===== src/spi_pkg.sv =====
package spi_pkg;

    // one spi word and the register bank behind the peripheral.
    localparam int word_width = 8;
    localparam int reg_count  = 16;
    localparam int addr_width = $clog2(reg_count);

    // first byte of a frame.
    typedef struct packed {
        logic                  rw;    // 1 means read.
        logic [word_width-2:0] addr;  // only the low addr_width bits decode.
    } spi_cmd_t;

    // a received byte is a command or plain data depending on its position.
    typedef union packed {
        spi_cmd_t              cmd;
        logic [word_width-1:0] data;
    } spi_word_u;

    typedef enum logic [1:0] {
        idle,
        load,
        transact,
        unload
    } master_state_t;

endpackage

===== src/spi_bus_if.sv =====
`timescale 1ns/10ps

interface spi_bus_if;

    logic sclk;
    logic mosi;
    logic miso;
    logic cs_n;

    modport master (
        output sclk,
        output mosi,
        output cs_n,
        input  miso
    );

    modport slave (
        input  sclk,
        input  mosi,
        input  cs_n,
        output miso
    );

endinterface


===== src/spi_subsys_top.sv =====
`timescale 1ns/10ps

module spi_subsys_top #(
    parameter int clk_div = 2
) (
    input  logic       sys_clk,
    input  logic       rst_n,
    input  logic       t_start,
    input  logic [7:0] d_in,
    input  logic [3:0] t_size,
    output logic [7:0] d_out,
    output logic       done,
    output logic       busy
);

    logic sclk_en;
    logic sclk;
    logic sclk_rise;
    logic sclk_fall;

    spi_bus_if bus ();

    spi_clk_gen #(
        .clk_div (clk_div)
    ) clk_gen_i (
        .sys_clk   (sys_clk),
        .rst_n     (rst_n),
        .en        (sclk_en),
        .sclk      (sclk),
        .sclk_rise (sclk_rise),
        .sclk_fall (sclk_fall)
    );

    spi_master #(
        .reg_width (spi_pkg::word_width)
    ) master_i (
        .sys_clk   (sys_clk),
        .rst_n     (rst_n),
        .t_start   (t_start),
        .d_in      (d_in),
        .t_size    (t_size),
        .d_out     (d_out),
        .done      (done),
        .busy      (busy),
        .sclk_en   (sclk_en),
        .sclk      (sclk),
        .sclk_rise (sclk_rise),
        .sclk_fall (sclk_fall),
        .bus       (bus.master)
    );

    spi_reg_slave slave_i (
        .sys_clk (sys_clk),
        .rst_n   (rst_n),
        .bus     (bus.slave)
    );

endmodule


===== src/spi_reg_slave.sv =====
`timescale 1ns/10ps

module spi_reg_slave (
    input  logic     sys_clk,
    input  logic     rst_n,
    spi_bus_if.slave bus
);

    localparam int bit_width = $clog2(spi_pkg::word_width);

    logic [spi_pkg::word_width-1:0] regs [spi_pkg::reg_count];

    logic                           sclk_q;
    logic                           cs_q;
    logic                           sclk_rise;
    logic                           sclk_fall;
    logic                           cs_rise;
    logic [bit_width-1:0]           bit_cnt;
    logic [1:0]                     byte_cnt;
    logic                           rd_mode;
    logic [spi_pkg::addr_width-1:0] addr;
    logic [spi_pkg::addr_width-1:0] cmd_addr;
    logic [spi_pkg::word_width-2:0] rx_sr;
    logic [spi_pkg::word_width-1:0] tx_sr;
    logic                           miso_q;
    logic                           byte_end;
    logic                           cmd_byte;
    spi_pkg::spi_word_u             rx_word;

    // bus levels are already sys_clk aligned, one register is enough for edges.
    assign sclk_rise = bus.sclk & ~sclk_q;
    assign sclk_fall = ~bus.sclk & sclk_q;
    assign cs_rise   = bus.cs_n & ~cs_q;

    assign rx_word  = {rx_sr, bus.mosi};  // full byte as it completes.
    assign byte_end = sclk_rise && !bus.cs_n && (bit_cnt == '1);
    assign cmd_byte = (byte_cnt == '0);
    assign cmd_addr = rx_word.cmd.addr[spi_pkg::addr_width-1:0];

    assign bus.miso = miso_q & ~bus.cs_n;

    always_ff @(posedge sys_clk or negedge rst_n)
    begin
        if (!rst_n)
        begin
            sclk_q <= 1'b0;
            cs_q   <= 1'b1;
        end
        else
        begin
            sclk_q <= bus.sclk;
            cs_q   <= bus.cs_n;
        end
    end

    // frame position, command decode and address.
    always_ff @(posedge sys_clk or negedge rst_n)
    begin
        if (!rst_n)
        begin
            bit_cnt  <= '0;
            byte_cnt <= '0;
            rd_mode  <= 1'b0;
            addr     <= '0;
        end
        else if (cs_rise)
        begin
            bit_cnt  <= '0;
            byte_cnt <= '0;
            rd_mode  <= 1'b0;
        end
        else if (sclk_rise && !bus.cs_n)
        begin
            bit_cnt <= bit_cnt + 1'b1;
            if (byte_end)
            begin
                if (byte_cnt != '1)
                begin
                    byte_cnt <= byte_cnt + 1'b1;  // saturates, only the first byte matters.
                end
                if (cmd_byte)
                begin
                    rd_mode <= rx_word.cmd.rw;
                    addr    <= cmd_addr;
                end
                else
                begin
                    addr <= addr + 1'b1;  // wraps at the end of the bank.
                end
            end
        end
    end

    always_ff @(posedge sys_clk)
    begin
        if (sclk_rise)
        begin
            rx_sr <= rx_word.data[spi_pkg::word_width-2:0];
        end
    end

    always_ff @(posedge sys_clk or negedge rst_n)
    begin
        if (!rst_n)
        begin
            for (int i = 0; i < spi_pkg::reg_count; i++)
            begin
                regs[i] <= '0;
            end
        end
        else if (byte_end && !cmd_byte && !rd_mode)
        begin
            regs[addr] <= rx_word.data;
        end
    end

    // read data; the next register is fetched as each byte completes.
    always_ff @(posedge sys_clk)
    begin
        if (byte_end && cmd_byte)
        begin
            tx_sr <= regs[cmd_addr];
        end
        else if (byte_end)
        begin
            tx_sr <= regs[addr + 1'b1];
        end
        else if (sclk_fall)
        begin
            tx_sr <= {tx_sr[spi_pkg::word_width-2:0], 1'b0};
        end
    end

    always_ff @(posedge sys_clk or negedge rst_n)
    begin
        if (!rst_n)
        begin
            miso_q <= 1'b0;
        end
        else if (bus.cs_n)
        begin
            miso_q <= 1'b0;
        end
        else if (sclk_fall)
        begin
            miso_q <= rd_mode & tx_sr[spi_pkg::word_width-1];  // quiet during writes.
        end
    end

endmodule


===== src/spi_master.sv =====
`timescale 1ns/10ps

module spi_master #(
    parameter int reg_width = 8
) (
    input  logic                       sys_clk,
    input  logic                       rst_n,
    input  logic                       t_start,
    input  logic [reg_width-1:0]       d_in,
    input  logic [$clog2(reg_width):0] t_size,
    output logic [reg_width-1:0]       d_out,
    output logic                       done,
    output logic                       busy,
    output logic                       sclk_en,
    input  logic                       sclk,
    input  logic                       sclk_rise,
    input  logic                       sclk_fall,
    spi_bus_if.master                  bus
);

    localparam int cnt_width = $clog2(reg_width) + 1;

    spi_pkg::master_state_t state;

    logic [cnt_width-1:0] bit_cnt;
    logic [reg_width-1:0] tx_sr;
    logic [reg_width-1:0] rx_sr;
    logic                 cs_n;
    logic                 size_ok;
    logic                 accept;
    logic                 last_fall;

    assign size_ok = (t_size != '0) && (t_size <= reg_width);

    // a new transfer may start from idle or straight out of unload.
    assign accept = t_start && size_ok &&
                    ((state == spi_pkg::idle) || (state == spi_pkg::unload));

    assign last_fall = (state == spi_pkg::transact) && sclk_fall && (bit_cnt == 1);

    // drop the enable on the last fall, else clk_div of 1 would start another rise.
    assign sclk_en = (state == spi_pkg::load) ||
                     ((state == spi_pkg::transact) && !last_fall);

    assign bus.sclk = sclk;
    assign bus.cs_n = cs_n;
    assign bus.mosi = tx_sr[reg_width-1] & ~cs_n;

    always_ff @(posedge sys_clk or negedge rst_n)
    begin
        if (!rst_n)
        begin
            state   <= spi_pkg::idle;
            bit_cnt <= '0;
            cs_n    <= 1'b1;
            busy    <= 1'b0;
            done    <= 1'b0;
            d_out   <= '0;
        end
        else
        begin
            case (state)
                spi_pkg::idle:
                begin
                    if (accept)
                    begin
                        state   <= spi_pkg::load;
                        bit_cnt <= t_size;
                        cs_n    <= 1'b0;
                        busy    <= 1'b1;
                    end
                end
                spi_pkg::load:
                begin
                    state <= spi_pkg::transact;  // clock generator runs from here.
                end
                spi_pkg::transact:
                begin
                    if (sclk_fall)
                    begin
                        bit_cnt <= bit_cnt - 1'b1;
                        if (bit_cnt == 1)
                        begin
                            state <= spi_pkg::unload;
                            done  <= 1'b1;
                            d_out <= rx_sr;  // already right-aligned.
                        end
                    end
                end
                spi_pkg::unload:
                begin
                    done <= 1'b0;
                    if (accept)
                    begin
                        // keep the frame open.
                        state   <= spi_pkg::load;
                        bit_cnt <= t_size;
                    end
                    else
                    begin
                        state <= spi_pkg::idle;
                        cs_n  <= 1'b1;
                        busy  <= 1'b0;
                    end
                end
                default:
                begin
                    state <= spi_pkg::idle;
                end
            endcase
        end
    end

    // shift registers.
    always_ff @(posedge sys_clk)
    begin
        if (accept)
        begin
            tx_sr <= d_in << (reg_width - t_size);  // low t_size bits go out first.
            rx_sr <= '0;
        end
        else if (state == spi_pkg::transact)
        begin
            if (sclk_rise)
            begin
                rx_sr <= {rx_sr[reg_width-2:0], bus.miso};
            end
            if (sclk_fall)
            begin
                tx_sr <= {tx_sr[reg_width-2:0], 1'b0};
            end
        end
    end

endmodule


===== src/spi_clk_gen.sv =====
`timescale 1ns/10ps

module spi_clk_gen #(
    parameter int clk_div = 2
) (
    input  logic sys_clk,
    input  logic rst_n,
    input  logic en,
    output logic sclk,
    output logic sclk_rise,
    output logic sclk_fall
);

    localparam int cnt_width = (clk_div > 1) ? $clog2(clk_div) : 1;

    logic [cnt_width-1:0] half_cnt;
    logic                 half_end;

    assign half_end = (half_cnt == cnt_width'(clk_div - 1));

    // strobes are registered alongside sclk so they line up with the level.
    always_ff @(posedge sys_clk or negedge rst_n)
    begin
        if (!rst_n)
        begin
            half_cnt  <= '0;
            sclk      <= 1'b0;
            sclk_rise <= 1'b0;
            sclk_fall <= 1'b0;
        end
        else if (!en)
        begin
            half_cnt  <= '0;  // park low, ready for a fresh low half.
            sclk      <= 1'b0;
            sclk_rise <= 1'b0;
            sclk_fall <= 1'b0;
        end
        else if (half_end)
        begin
            half_cnt  <= '0;
            sclk      <= ~sclk;
            sclk_rise <= ~sclk;
            sclk_fall <= sclk;
        end
        else
        begin
            half_cnt  <= half_cnt + 1'b1;
            sclk_rise <= 1'b0;
            sclk_fall <= 1'b0;
        end
    end

endmodule


===== config.mk =====
export PLATFORM = sky130hd
export DESIGN_NAME = spi_subsys_top
export DESIGN_NICKNAME = d
export VERILOG_FILES = /design/src/spi_pkg.sv /design/src/spi_bus_if.sv /design/src/spi_subsys_top.sv /design/src/spi_reg_slave.sv /design/src/spi_master.sv /design/src/spi_clk_gen.sv
export SDC_FILE = /design/constraint.sdc
export NUM_CORES = 1
export LEC_CHECK = 0
export ABC_AREA = 1
export BUFFER_PORTS_ARGS = -buffer_cell sky130_fd_sc_hd__clkbuf_2
export CAP_MARGIN = 20
export CORE_MARGIN = 2
export CORE_UTILIZATION = 40
export DETAILED_ROUTE_END_ITERATION = 10
export PLACE_DENSITY = 0.59
export RECOVER_POWER = 50
export SETUP_SLACK_MARGIN = 0.1
export SLEW_MARGIN = 20
export SYNTH_ARGS = -nofsm -noshare
export SYNTH_HDL_FRONTEND = slang
export SYNTH_SLANG_ARGS = --single-unit

===== constraint.sdc =====
create_clock -name sys_clk -period 3.32 [get_ports sys_clk]
set_input_delay 0.498 -clock sys_clk [delete_from_list [all_inputs] [get_ports sys_clk]]
set_output_delay 0.498 -clock sys_clk [all_outputs]
set_load 0.005 [all_outputs]

# --- Yosys cells after proc, flatten, opt, wreduce, memory -nomap -nowiden ---
# Index checks and enable logic that the tools add are counted.
totals:
  register_bits: 193
  in_bits: 15
  out_inout_bits: 10
classes:
  mux: 53
  n_shift: 1
  n_bitwise: 14
  n_eq_ne: 12
  magnitude_cmp: 5
  addsub: 6
  n_reduce_logical: 43
op_table:
  columns: ["op", "n"]
  rows:
  - ["$bwmux 128", 1]
  - ["$mux 8", 11]
  - ["$bmux 8 s4", 2]
  - ["$demux 8 s4", 1]
  - ["$shl 8x32->8", 1]
  - ["$reduce_and 3->1", 8]
  - ["$mux 1", 21]
  - ["$reduce_bool 2->1", 10]
  - ["$ge 5x5->1 const B", 3]
  - ["$not 4->5", 3]
  - ["$mux 2", 7]
  - ["$logic_and 1x1->1", 12]
  - ["$mux 4", 3]
  - ["$ne 2x2->1 const B", 4]
  - ["$pmux 2 s4", 1]
  - ["$pmux 4 s2", 1]
  - ["$and 1x1->1", 6]
  - ["$mux 3", 2]
  - ["$ne 2x1->1 const B", 3]
  - ["$pmux 1 s2", 3]
  - ["$lt 5x1->1 const B", 1]
  - ["$not 1->1", 5]
  - ["$sub 4x4->5 const A", 1]
  - ["$add 4x1->4 const B", 1]
  - ["other kinds (16)", 23]

# --- Longest topological paths before layout ---
# Gate-level depths: netlist of run 1.
logic_depth:
  word_depth: 7
  mapped_depth: 14
  depth_no_buf: 11

# --- Hierarchy ---
# From an unflattened synthesis of run 1, not the netlist that was laid out.
unflattened:
  cells_unflattened: 1410
  hier_area_um2: 10879.2
modules_own_cells:
  columns: ["mod", "n_inst", "cells_per_inst", "seq_area_each_um2", "area_per_inst_um2"]
  rows:
  - ["spi_reg_slave", 1, 1150, 3980.1, 8843.5]
  - ["spi_master", 1, 246, 827.0, 1895.6]
  - ["spi_clk_gen", 1, 14, 100.1, 140.1]

# --- Worst setup path after synthesis of run 1 ---
# No wires, ideal clock.
synth_path:
  path_type: "register to register"
  from: "register slave_i.addr[0] (netlist bit)"
  to: "register slave_i.tx_sr[6] (netlist bit), data pin"
  period_less_slack_ps: 2338
  setup_ps: 256
  path_buffers: 3
  path_stages_with_launch: 14
  setup_slack_ps: 982
  arrival_time_ps: 2082
  required_time_ps: 3064
  path_cell_list: "dfrtp_1 inv_1 clkbuf_1 ha_1 clkbuf_1 inv_1 clkbuf_1 nand3_1 nand2_1 nand2_1 nand3_1 nand2_1 a21oi_1 nand2_1"
synth_between:
  elab_chain_len: 7
synth_rtl:
  columns: ["item", "line", "rtl"]
  rows:
  - ["start, declared", "spi_reg_slave.sv:21", "logic [spi_pkg::addr_width-1:0] addr;"]
  - ["start signal, assigned", "spi_reg_slave.sv:84", "addr <= cmd_addr;"]
  - ["start signal, assigned", "spi_reg_slave.sv:88", "addr <= addr + 1'b1;"]
  - ["$add 4x1->4", "spi_reg_slave.sv:126", "tx_sr <= regs[addr + 1'b1];"]
  - ["$not 4->5 (not written as such)", "spi_reg_slave.sv:126", null]
  - ["$bmux 8 s4", "spi_reg_slave.sv:126", null]
  - ["$mux 8 (not written as such) (2 in a row)", "spi_reg_slave.sv:126", null]
  - ["$mux 8", "spi_reg_slave.sv:124", "else if (byte_end)"]
  - ["$mux 8", "spi_reg_slave.sv:120", "if (byte_end && cmd_byte)"]
  - ["end signal, assigned", "spi_reg_slave.sv:122", "tx_sr <= regs[cmd_addr];"]
  - ["end signal, assigned", "spi_reg_slave.sv:126", null]
  - ["end signal, assigned", "spi_reg_slave.sv:130", "tx_sr <= {tx_sr[spi_pkg::word_width-2:0], 1'b0};"]
  - ["end, declared", "spi_reg_slave.sv:24", "logic [spi_pkg::word_width-1:0] tx_sr;"]
# No other way between the ends. The select of a mux whose other input is x is not followed.
# A chain may end at the register's enable or synchronous reset.

# --- Final worst setup path of run 1 ---
layout_path:
  from: "register slave_i.addr[0] (netlist bit)"
  to: "register slave_i.tx_sr[2] (netlist bit), data pin"
# Same word-level chain as after synthesis.

==> flow_summary.yaml, run 1 <==
run_status:
  status: "finished, final reports clean"
timing:
  totalNegativeSetupSlack_ps: 0
  holdWs_ps: 397
  finalSetupViolCount: 0
  fmax_mhz: 383
  timing.max_slew.rel_slack_pct: 0.304
  final_hold_viol_count: 0
  min_period_ps: 2610
  rsz0062_at_grt: "false"
  worst_pin_slew_ps: 1500
  final-max-slew-violation-count: 0
  timing.final.crit_share_pct: 78.7
  clock_tree_skew_after_final_layout_ps: 13.0
worst_setup_path:
  r2r-start: "slave_i.addr[0]$_DFFE_PN0P_"
  crit_fanout: 64
  regToRegEndpoint: "slave_i.tx_sr[2]$_DFFE_PP_"
  cp_common_cell: "sky130_fd_sc_hd__nand3_1"
  delay_of_the_slowest_cell_on_the_worst_path_ps: 590
  r2r_setup_slack_ps: 710
  r2r_cells: 7
  setup.worst_path.end_class: "flip-flop"
  worst-endpoint-required_ps: 3630
  critical-path-slowest-cell: "sky130_fd_sc_hd__xor2_1"
  setup.worst_path.start_class: "flip-flop"
  cp.arrival_ps: 2920
  worstSetupPathType: "reg2reg"
  worstPathCellList: "buf_4 > nand3_1 > xor2_1 > nand3_1 > nand3_1 > nand2_1 > nand2_1"
  crit_path_start: "slave_i.addr[0]$_DFFE_PN0P_"
clock_tree:
  post_cts_buffers: 0
  ctsHoldBuffers: 0
  cts_buffers: 17
  clock-root-buffer: "sky130_fd_sc_hd__clkbuf_16"
  cts_resized: 0
  h-tree-depth: 4
  cts_buffer_depth: 2
  worst_setup_hold_path_clk_slew_ps: 80
  tritoncts: "done"
  cts.sinks: 193
  clock_insertion_delay_worst_skew_ps: 440
routing:
  drt_first_pass_iters: 6
  routed_wl_microns: 28800
  routed_wire_length_per_instance_microns: 16.4
  ant_nets: 0
  drc_errors: 0
  routed_via_density: 5.27
  num_vias: 9261
  drtIter0Drc: 893
power_and_ir_drop:
  powerDensity_nw_per_um2: 392
  comb_power_share_pct: 2.2
  worst_ir_drop_vdd_mv: 0.305
  intPower_mw: 3.55
  p_leak_nw: 5.28
  p_sw_mw: 1.05
  p_clk_share_pct: 46.0
  seq_power_share_pct: 51.8
  switching_share_pct: 22.8
synth:
  yosys_register_bits: 193
  synth.yosys.seq_area_share_pct: 45.3
  post_synth_main_area_contributors: "sky130_fd_sc_hd__dfrtp_1, sky130_fd_sc_hd__nand2_1, sky130_fd_sc_hd__nand3_1, sky130_fd_sc_hd__o21ai_0, sky130_fd_sc_hd__edfxtp_1"
  number_of_enable_flip_flop_cells_after_synthesis: 23
  postSynth.topFlopCell: "sky130_fd_sc_hd__dfrtp_1"
  synth_top_area_share_pct: 37.0
  netlist-cell-type-count: 36
  post-synth-top-area-cell: "sky130_fd_sc_hd__dfrtp_1"
  syn_avg_cell_area_sq_um: 7.63
  mappedNetlistArea_sq_um: 10800
  postSynthNetCount: 1451
  synth.yosys.warnings: 0
  synthTopCellsByCount: "sky130_fd_sc_hd__nand2_1, sky130_fd_sc_hd__inv_1, sky130_fd_sc_hd__nand3_1"
  async_flop_share_pct: 83.9
  synth_cells: 1420
  yosys.cell_count.top_type: "sky130_fd_sc_hd__nand2_1"
cells_and_area:
  finish.net_count: 1435
  area.sequential_sq_um: 4910
  areaGrowthSynthToFinish_pct: 8.30
  final_layout_size_suffix_gt1_share_pct: 8.47
  multiInputGateArea_sq_um: 4820
  num-fill-cells: 2693
  layout.cell_area.non_filler_sq_um: 11700
  antenna-diode-count: 0
global_routing:
  global_route.overflow_total: 0
  track_usage_pct: 21.2
  grt_pass1_wl_microns: 47400
  number_of_global_route_vias_before_repair: 8867
  grt_max_degree: 65
  antenna_found_initial: 0
die:
  pin_count: 25
  core_area_sq_um: 26800
  fp-row-count: 60
  dieArea_sq_um: 28400
  floorplan.die.height_microns: 169
  die_x_microns: 169
  start_util_pct: 40.4
job:
  max-cap-violations: 0
placed_design:
  placedInstanceArea_sq_um: 11200
  detailed_place_hpwl_microns: 18600
  port-buffer-count: 24
  place.gp.congestion: 0.898
worst_hold_path:
  min-delay-path-class: "in2async"
-- per-stage QoR --
step | total power, mW | utilization [%] | cells | setup WS (ps)
after detailed placement | 2.54 | 41.7 | 1726 | 563
after CTS | 4.65 | 43.9 | 1758 | 815
after global routing | 4.76 | 43.8 | 1758 | 391
final | 4.60 | 43.8 | 1758 | 708
after floorplan | 2.47 | - | 1420 | 982
after global placement | 2.54 | 41.7 | 1726 | 660
-- flip-flops by register name (all words and copies together) (netlist names), 2 cells and up --
| name | count |
|---|---|
| slave_i.regs | 128 |
| master_i.d_out | 8 |
| master_i.rx_sr | 8 |
| master_i.tx_sr | 8 |
| slave_i.tx_sr | 8 |
| slave_i.rx_sr | 7 |
| master_i.bit_cnt | 4 |
| slave_i.addr | 4 |
| slave_i.bit_cnt | 3 |
| master_i.state | 2 |
| slave_i.byte_cnt | 2 |
-- logic make-up after synthesis --
kind of cell	Yosys count	synth area share, %
xor+xnor	7	0.566
compound gates	289	15.3
fa+ha+maj	16	1.85
simple gates	655	26.6
buf+inv	260	10.3
flops	193	45.3
-- layer usage --
| layer | track usage (%) | part of all wire [%] | vias to the layer above |
|---|---|---|---|
| met5 | 0 | 0 | - |
| met4 | 7.05 | 2.6 | 0 |
| met3 | 3.76 | 5.5 | 54 |
| met2 | 33.0 | 44 | 278 |
| met1 | 29.8 | 47 | 4349 |
| li1 | - | - | 4580 |
-- cells in the final DEF, fill, tap and decap left out, types with 2 or more instances in the layout --
| master | synthesis | layout |
|---|---|---|
| sky130_fd_sc_hd__a21oi_1 | 30 | 30 |
| sky130_fd_sc_hd__a22oi_1 | 3 | 3 |
| sky130_fd_sc_hd__a32o_1 | 2 | 2 |
| sky130_fd_sc_hd__buf_12 | 0 | 3 |
| sky130_fd_sc_hd__buf_4 | 0 | 15 |
| sky130_fd_sc_hd__clkbuf_1 | 42 | 8 |
| sky130_fd_sc_hd__clkbuf_16 | 0 | 18 |
| sky130_fd_sc_hd__clkbuf_2 | 0 | 21 |
| sky130_fd_sc_hd__clkbuf_8 | 0 | 2 |
| sky130_fd_sc_hd__clkinv_1 | 5 | 4 |
| sky130_fd_sc_hd__clkinv_4 | 0 | 2 |
| sky130_fd_sc_hd__dfrtp_1 | 160 | 159 |
| sky130_fd_sc_hd__dfxtp_1 | 8 | 8 |
| sky130_fd_sc_hd__edfxtp_1 | 23 | 23 |
| sky130_fd_sc_hd__ha_1 | 16 | 16 |
| sky130_fd_sc_hd__inv_1 | 172 | 173 |
| sky130_fd_sc_hd__inv_4 | 0 | 2 |
| sky130_fd_sc_hd__inv_6 | 1 | 4 |
| sky130_fd_sc_hd__inv_8 | 0 | 2 |
| sky130_fd_sc_hd__nand2_1 | 424 | 423 |
| sky130_fd_sc_hd__nand2_2 | 10 | 10 |
| sky130_fd_sc_hd__nand2_4 | 2 | 3 |
| sky130_fd_sc_hd__nand3_1 | 170 | 170 |
| sky130_fd_sc_hd__nand3_2 | 2 | 2 |
| sky130_fd_sc_hd__nand3_4 | 3 | 3 |
| sky130_fd_sc_hd__nor2_1 | 30 | 30 |
| sky130_fd_sc_hd__nor2_2 | 2 | 2 |
| sky130_fd_sc_hd__nor2_8 | 5 | 5 |
| sky130_fd_sc_hd__nor3_1 | 2 | 2 |
| sky130_fd_sc_hd__o211ai_1 | 54 | 54 |
| sky130_fd_sc_hd__o21ai_0 | 158 | 158 |
| sky130_fd_sc_hd__o21ai_1 | 24 | 24 |
| sky130_fd_sc_hd__o21ai_2 | 16 | 16 |
| sky130_fd_sc_hd__or2_2 | 3 | 3 |
| sky130_fd_sc_hd__xnor2_1 | 2 | 2 |
| sky130_fd_sc_hd__xor2_1 | 5 | 5 |
-- cell type report --
| cell class | instances | area share (%) |
|---|---|---|
| Inverter | 179 | 5.77 |
| Clock inverter | 11 | 0.992 |
| Timing Repair Buffer | 46 | 2.59 |
| Sequential cell | 193 | 41.9 |
| Tap cell | 341 | 3.64 |
| Clock buffer | 21 | 4.11 |
| Multi-Input combinational cell | 967 | 41.1 |
-- power groups by stage --
stage | logic, mW | registers, mW | clock network, mW
final | 0.0989 | 2.38 | 2.11
after global routing | 0.117 | 2.38 | 2.26
after CTS | 0.107 | 2.38 | 2.16
after detailed placement | 0.107 | 2.43 | 0
after global placement | 0.107 | 2.43 | 0
after floorplan | 0.0404 | 2.43 | 0
-- critical path, delay by kind of cell, from the launching register on --
| family | cells | cell delay, ps |
|---|---|---|
| xor+xnor | 1 | 590 |
| buf+inv | 1 | 540 |
| flops | 1 | 450 |
| simple gates | 5 | 900 |
-- worst max-delay path by stage --
stage                               endpoint  slack, ps  cells past startpoint
2_1_floorplan     slave_i.tx_sr[6]$_DFFE_PP_        980                     13
3_3_place_gp   master_i.state[0]$_DFFE_PN0P_        660                     11
3_5_place_dp   master_i.state[0]$_DFFE_PN0P_        560                     11
4_1_cts           slave_i.tx_sr[7]$_DFFE_PP_        810                     10
5_1_grt         slave_i.regs[39]$_DFFE_PN0P_        390                      2
6_report          slave_i.tx_sr[2]$_DFFE_PP_        710                      7
No activity file was read; power rests on OpenSTA's default activity.
==> inputs of run 2 (changes only) <==
Clock period 3.32 ns to 2.55 ns, I/O delays scaled along.
==> run 2 against run 1 <==
Against the previous run: combinational power grew 38%; worst setup slack worse by 480 ps; final cell count rose by 0.85%; clock power increased by 27%; critical path depth rose by 3; clock-buffer cell count is the same; clock skew is 4.8 ps lower; critical endpoint is now slave_i.tx_sr[7]$_DFFE_PP_; sequential power is 30% higher.
==> flow_summary.yaml, run 2 (same netlist as run 1, synthesis figures left out) <==
clock_tree:
  cts.sinks: 193
  h-tree-depth: 4
  cts_buffer_depth: 2
  cts_buffers: 17
  worst_setup_hold_path_clk_slew_ps: 70
  clock_insertion_delay_worst_skew_ps: 440
  tritoncts: "done"
  post_cts_buffers: 0
  clock-root-buffer: "sky130_fd_sc_hd__clkbuf_16"
cells_and_area:
  finish.net_count: 1451
  antenna-diode-count: 0
  most_frequent_cells_in_the_layout: "sky130_fd_sc_hd__nand2_1, sky130_fd_sc_hd__inv_1, sky130_fd_sc_hd__nand3_1, sky130_fd_sc_hd__dfrtp_1, sky130_fd_sc_hd__o21ai_0"
  top_register: "slave_i.regs"
  final_layout_size_suffix_gt1_share_pct: 9.36
  largest_register_ff_count: 128
  areaGrowthSynthToFinish_pct: 9.26
  final_common_cell: "sky130_fd_sc_hd__nand2_1"
  stdcell_count: 1773
global_routing:
  grt_max_degree: 66
  number_of_global_route_vias_before_repair: 8968
  grt_pass1_wl_microns: 47900
  track_usage_pct: 21.5
  global_route.overflow_total: 0
  antenna_found_initial: 0
timing:
  final-max-slew-violation-count: 0
  timing.final.crit_share_pct: 91.0
  timing.max_slew.rel_slack_pct: 7.31
  clock_tree_skew_after_final_layout_ps: 8.24
  rsz0062_at_grt: "false"
  min_period_ps: 2320
  final_hold_viol_count: 0
  fmax_mhz: 431
  totalNegativeSetupSlack_ps: 0
  finalSetupViolCount: 0
  worst_pin_slew_ps: 1390
power_and_ir_drop:
  worst_ir_drop_vdd_mv: 0.448
  fin_total_pwr_mw: 5.92
  powerDensity_nw_per_um2: 500
  p_leak_nw: 5.34
job:
  max-cap-violations: 0
worst_setup_path:
  worst-endpoint-required_ps: 2750
  worstSetupPathType: "reg2reg"
  cp.arrival_ps: 2520
  r2r_setup_slack_ps: 230
  setup.worst_path.end_class: "flip-flop"
  r2r-start: "master_i.bus.cs_n$_DFFE_PN1P_"
  regToRegEndpoint: "slave_i.tx_sr[7]$_DFFE_PP_"
  setup.worst_path.start_class: "flip-flop"
  crit_fanout: 43
  crit_path_start: "master_i.bus.cs_n$_DFFE_PN1P_"
  r2r_cells: 10
  crit_path_end: "slave_i.tx_sr[7]$_DFFE_PP_"
worst_hold_path:
  min-delay-path-class: "in2reg"
  holdPathStages: 3
routing:
  routed_via_density: 5.20
  drc_errors: 0
  drtIter0Drc: 696
  ant_nets: 0
  drt_first_pass_iters: 5
  num_vias: 9226
  routed_wl_microns: 29000
  routed_wire_length_per_instance_microns: 16.4
die:
  fp-row-count: 60
  start_util_pct: 40.4
  die_x_microns: 169
  pin_count: 25
  dieArea_sq_um: 28400
  floorplan.die.height_microns: 169
  core_area_sq_um: 26800
placed_design:
  cells_after_dpl: 1741
  port-buffer-count: 24
  detailed_place_hpwl_microns: 19500
  place.gp.congestion: 0.888
run_status:
  status: "finished, final reports clean"
run 2: changes by cell type in the layout (fill, tap and decap cells not counted), sizes merged:
cell	delta
buf	+12
clkbuf	+3
clkinv	+1
clkinvlp	+1
dlygate4sd3	+1
inv	-3
run 2: metal layers:
layer  vias up  GRT usage (%)  routed length (microns)
li1       4608              -                        -
met1      4337           29.8                    13800
met2       235           34.0                    13100
met3        46           3.83                     1470
met4         0           7.72                      646
met5         -              0                        0
run 2: worst max-delay path, stage by stage (launching register included):
cell                       delay (ps)
sky130_fd_sc_hd__dfstp_1          610
sky130_fd_sc_hd__clkinv_1         240
sky130_fd_sc_hd__nand2_4          260
sky130_fd_sc_hd__buf_12           240
sky130_fd_sc_hd__a21oi_1           90
sky130_fd_sc_hd__o21ai_0           90
sky130_fd_sc_hd__nand3_1          120
sky130_fd_sc_hd__nand3_1          240
sky130_fd_sc_hd__nand2_1           80
sky130_fd_sc_hd__inv_1             50
sky130_fd_sc_hd__nand2_1           40
run 2: power by group:
part           total, mW  leakage, nW  internal [mW]  switching [mW]
registers           3.10         2.48           3.10               0
logic              0.136         2.59         0.0342           0.102
clock network       2.68        0.277           1.44            1.24
total               5.92         5.34           4.58            1.34
run 2: worst min path at each step:
stage / startpoint / slack, ps / to
after floorplan: rst_n / 90 / clk_gen_i.half_cnt$_DFF_PN0_
after global placement: rst_n / 370 / slave_i.regs[124]$_DFFE_PN0P_
after detailed placement: rst_n / 370 / slave_i.regs[124]$_DFFE_PN0P_
after CTS: t_size[1] / 300 / master_i.bit_cnt[1]$_DFFE_PN0P_
after global routing: t_size[1] / 340 / master_i.bit_cnt[1]$_DFFE_PN0P_
final: t_size[1] / 300 / master_i.bit_cnt[1]$_DFFE_PN0P_
run 2: layout make-up:
type | instances | area [sq um]
Multi-Input combinational cell | 967 | 4820
Sequential cell | 193 | 4910
Clock buffer | 21 | 472
Tap cell | 341 | 427
Fill cell | 2723 | 15000
Inverter | 179 | 677
Timing Repair Buffer | 62 | 433
Clock inverter | 10 | 101
run 2: timing repair:
action / CTS / global route
hold endpoints to repair: 44 / 0
setup endpoints to repair: 0 / 0
hold buffers: 1 / 0
resized for setup: 0 / 0
run 2: through the flow:
step                      cell area, sq um  hold WS [ps]  worst slack, ps  utilization, %
final                                11800           302              229            44.2
after global routing                 11800           344             79.1            44.2
after CTS                            11900           299              290            44.3
after detailed placement             11300           368              167            42.1
after global placement               11300           375              207            42.1
after floorplan                      10800          86.9              212               -
==> inputs of run 3 (changes only) <==
Settings changed: CAP_MARGIN 20 to 0, CORE_UTILIZATION 40 to 53, PLACE_DENSITY 0.59 to 0.73.
==> run 3 against run 2 <==
Against the previous run: clock power is essentially flat; final area shrank 1.0%; sequential power is essentially flat.
==> flow_summary.yaml, run 3 (same netlist as run 1, synthesis figures left out) <==
clock_tree:
  clock-root-buffer: "sky130_fd_sc_hd__clkbuf_16"
  worst_setup_hold_path_clk_slew_ps: 80
  clock_insertion_delay_worst_skew_ps: 440
  h-tree-depth: 4
  tritoncts: "done"
  cts_buffer_depth: 2
  cts_resized: 0
  cts.sinks: 193
  cts_buffers: 17
cells_and_area:
  finish.net_count: 1443
  multiInputGateArea_sq_um: 4820
  antenna-diode-count: 0
  final_common_cell: "sky130_fd_sc_hd__nand2_1"
  num-fill-cells: 1844
  most_frequent_cells_in_the_layout: "sky130_fd_sc_hd__nand2_1, sky130_fd_sc_hd__inv_1, sky130_fd_sc_hd__nand3_1, sky130_fd_sc_hd__dfrtp_1, sky130_fd_sc_hd__o21ai_0"
  layout.cell_area.non_filler_sq_um: 11700
  final_layout_size_suffix_gt1_share_pct: 9.05
  largest_register_ff_count: 128
  areaGrowthSynthToFinish_pct: 8.12
  area.sequential_sq_um: 4910
  top_register: "slave_i.regs"
die:
  core_area_sq_um: 20200
  floorplan.die.height_microns: 147
  die_x_microns: 147
  pin_count: 25
  dieArea_sq_um: 21600
  start_util_pct: 53.7
  fp-row-count: 52
routing:
  routed_via_density: 5.53
  drtIter0Drc: 1103
  drt_first_pass_iters: 6
  ant_nets: 0
  routed_wire_length_per_instance_microns: 16.2
  num_vias: 9381
  routed_wl_microns: 27500
  drc_errors: 0
worst_setup_path:
  worstSetupPathType: "reg2reg"
  setup.worst_path.end_class: "flip-flop"
  cp.arrival_ps: 2530
  worst-endpoint-required_ps: 2750
  setup.worst_path.start_class: "flip-flop"
  crit_fanout: 62
timing:
  clock_tree_skew_after_final_layout_ps: 6.79
  totalNegativeSetupSlack_ps: 0
  worst_pin_slew_ps: 1310
  final_hold_viol_count: 0
  final-max-slew-violation-count: 0
  timing.max_slew.rel_slack_pct: 12.9
  timing.final.crit_share_pct: 91.1
  rsz0062_at_grt: "false"
  finalSetupViolCount: 0
  min_period_ps: 2320
  holdWs_ps: 301
  fmax_mhz: 431
  layout_setup_ws_ps: 227
global_routing:
  global_route.overflow_total: 0
  track_usage_pct: 26.5
  antenna_found_initial: 0
  grt_max_degree: 76
  number_of_global_route_vias_before_repair: 8736
  grt_pass1_wl_microns: 45400
power_and_ir_drop:
  powerDensity_nw_per_um2: 502
  worst_ir_drop_vdd_mv: 0.443
  p_leak_nw: 5.32
run_status:
  status: "finished, final reports clean"
worst_hold_path:
  min-delay-path-class: "in2reg"
job:
  max-cap-violations: 0
placed_design:
  placedInstanceArea_sq_um: 11100
  place.gp.congestion: 0.943
  port-buffer-count: 24
  pre_cts_ws_ps: 356
  detailed_place_hpwl_microns: 18500
==> run 3: cell types whose count changed in the layout (fill, tap and decap cells not counted) <==
| cell | before | now |
|---|---|---|
| sky130_fd_sc_hd__clkinv_4 | 1 | 6 |
| sky130_fd_sc_hd__buf_4 | 26 | 22 |
| sky130_fd_sc_hd__clkinv_8 | 0 | 1 |
| sky130_fd_sc_hd__clkinv_2 | 2 | 1 |
| sky130_fd_sc_hd__clkbuf_1 | 8 | 5 |
| sky130_fd_sc_hd__clkbuf_4 | 0 | 1 |
| sky130_fd_sc_hd__clkinvlp_4 | 2 | 0 |
| sky130_fd_sc_hd__inv_2 | 1 | 0 |
| sky130_fd_sc_hd__bufinv_16 | 1 | 0 |
| sky130_fd_sc_hd__clkinv_1 | 4 | 5 |
| sky130_fd_sc_hd__inv_6 | 4 | 5 |
| sky130_fd_sc_hd__clkbuf_2 | 25 | 21 |
==> run 3: power breakdown <==
group | total (mW) | internal (mW) | switching (mW) | leakage [nW]
registers | 3.10 | 3.10 | 0 | 2.48
clock network | 2.65 | 1.37 | 1.28 | 0.289
logic | 0.132 | 0.0341 | 0.0976 | 2.55
==> run 3: path summary, 6_finish.rpt <==
kind	startpoint	end	slack, ps	depth (start not counted)
setup / recovery	master_i.bus.cs_n$_DFFE_PN1P_	slave_i.tx_sr[2]$_DFFE_PP_	230	10
hold / removal	t_size[1]	master_i.bit_cnt[1]$_DFFE_PN0P_	300	3
setup reg to reg	master_i.bus.cs_n$_DFFE_PN1P_	slave_i.tx_sr[2]$_DFFE_PP_	230	10
hold reg to reg	master_i.bus.cs_n$_DFFE_PN1P_	slave_i.cs_q$_DFF_PN1_	400	0
max in group asynchronous	rst_n	slave_i.regs[104]$_DFFE_PN0P_	540	3
min in group asynchronous	rst_n	slave_i.regs[7]$_DFFE_PN0P_	660	2
==> run 3: cell type report <==
| type | instances | share of cell area [%] |
|---|---|---|
| flip-flops and latches | 193 | 41.9 |
| multi-input cells | 967 | 41.1 |
| inverters | 179 | 5.78 |
| clock buffers | 19 | 3.96 |
| repair buffers | 54 | 3.30 |
| well taps | 270 | 2.88 |
| clock inverters | 13 | 1.03 |
==> run 3: critical path: stages (launching register included) <==
cell                       delay [ps]
sky130_fd_sc_hd__dfstp_1          560
sky130_fd_sc_hd__clkinv_1         290
sky130_fd_sc_hd__nand2_4          200
sky130_fd_sc_hd__buf_12           260
sky130_fd_sc_hd__nand2_1          100
sky130_fd_sc_hd__nand3_1           90
sky130_fd_sc_hd__nand3_1          130
sky130_fd_sc_hd__nand3_1          250
sky130_fd_sc_hd__nand2_1           70
sky130_fd_sc_hd__inv_1             50
sky130_fd_sc_hd__nand2_1           40
==> run 3: through the flow <==
step	cells	power, mW	util [%]
detailed placement	1662	3.30	55.3
CTS	1695	5.93	58.2
global route	1695	6.08	58.1
finish	1695	5.88	58.1
floorplan	1420	3.22	-
global placement	1662	3.30	55.3
==> run 3: routing by layer <==
metal	vias to the layer above	routed length (microns)	part of all wire, %	global-route usage (%)
met4	0	824	3.0	9.28
met5	-	0	0	0
met3	55	2010	7.3	5.81
met2	353	12500	45	41.3
li1	4593	-	-	-
met1	4380	12200	44	36.9
==> run 3: repair_timing <==
| action | 4_1_cts | 5_1_grt |
|---|---|---|
| endpoints found under the hold margin | 36 | 0 |
| setup buffers | 0 | 0 |
| hold buffers | 1 | 0 |
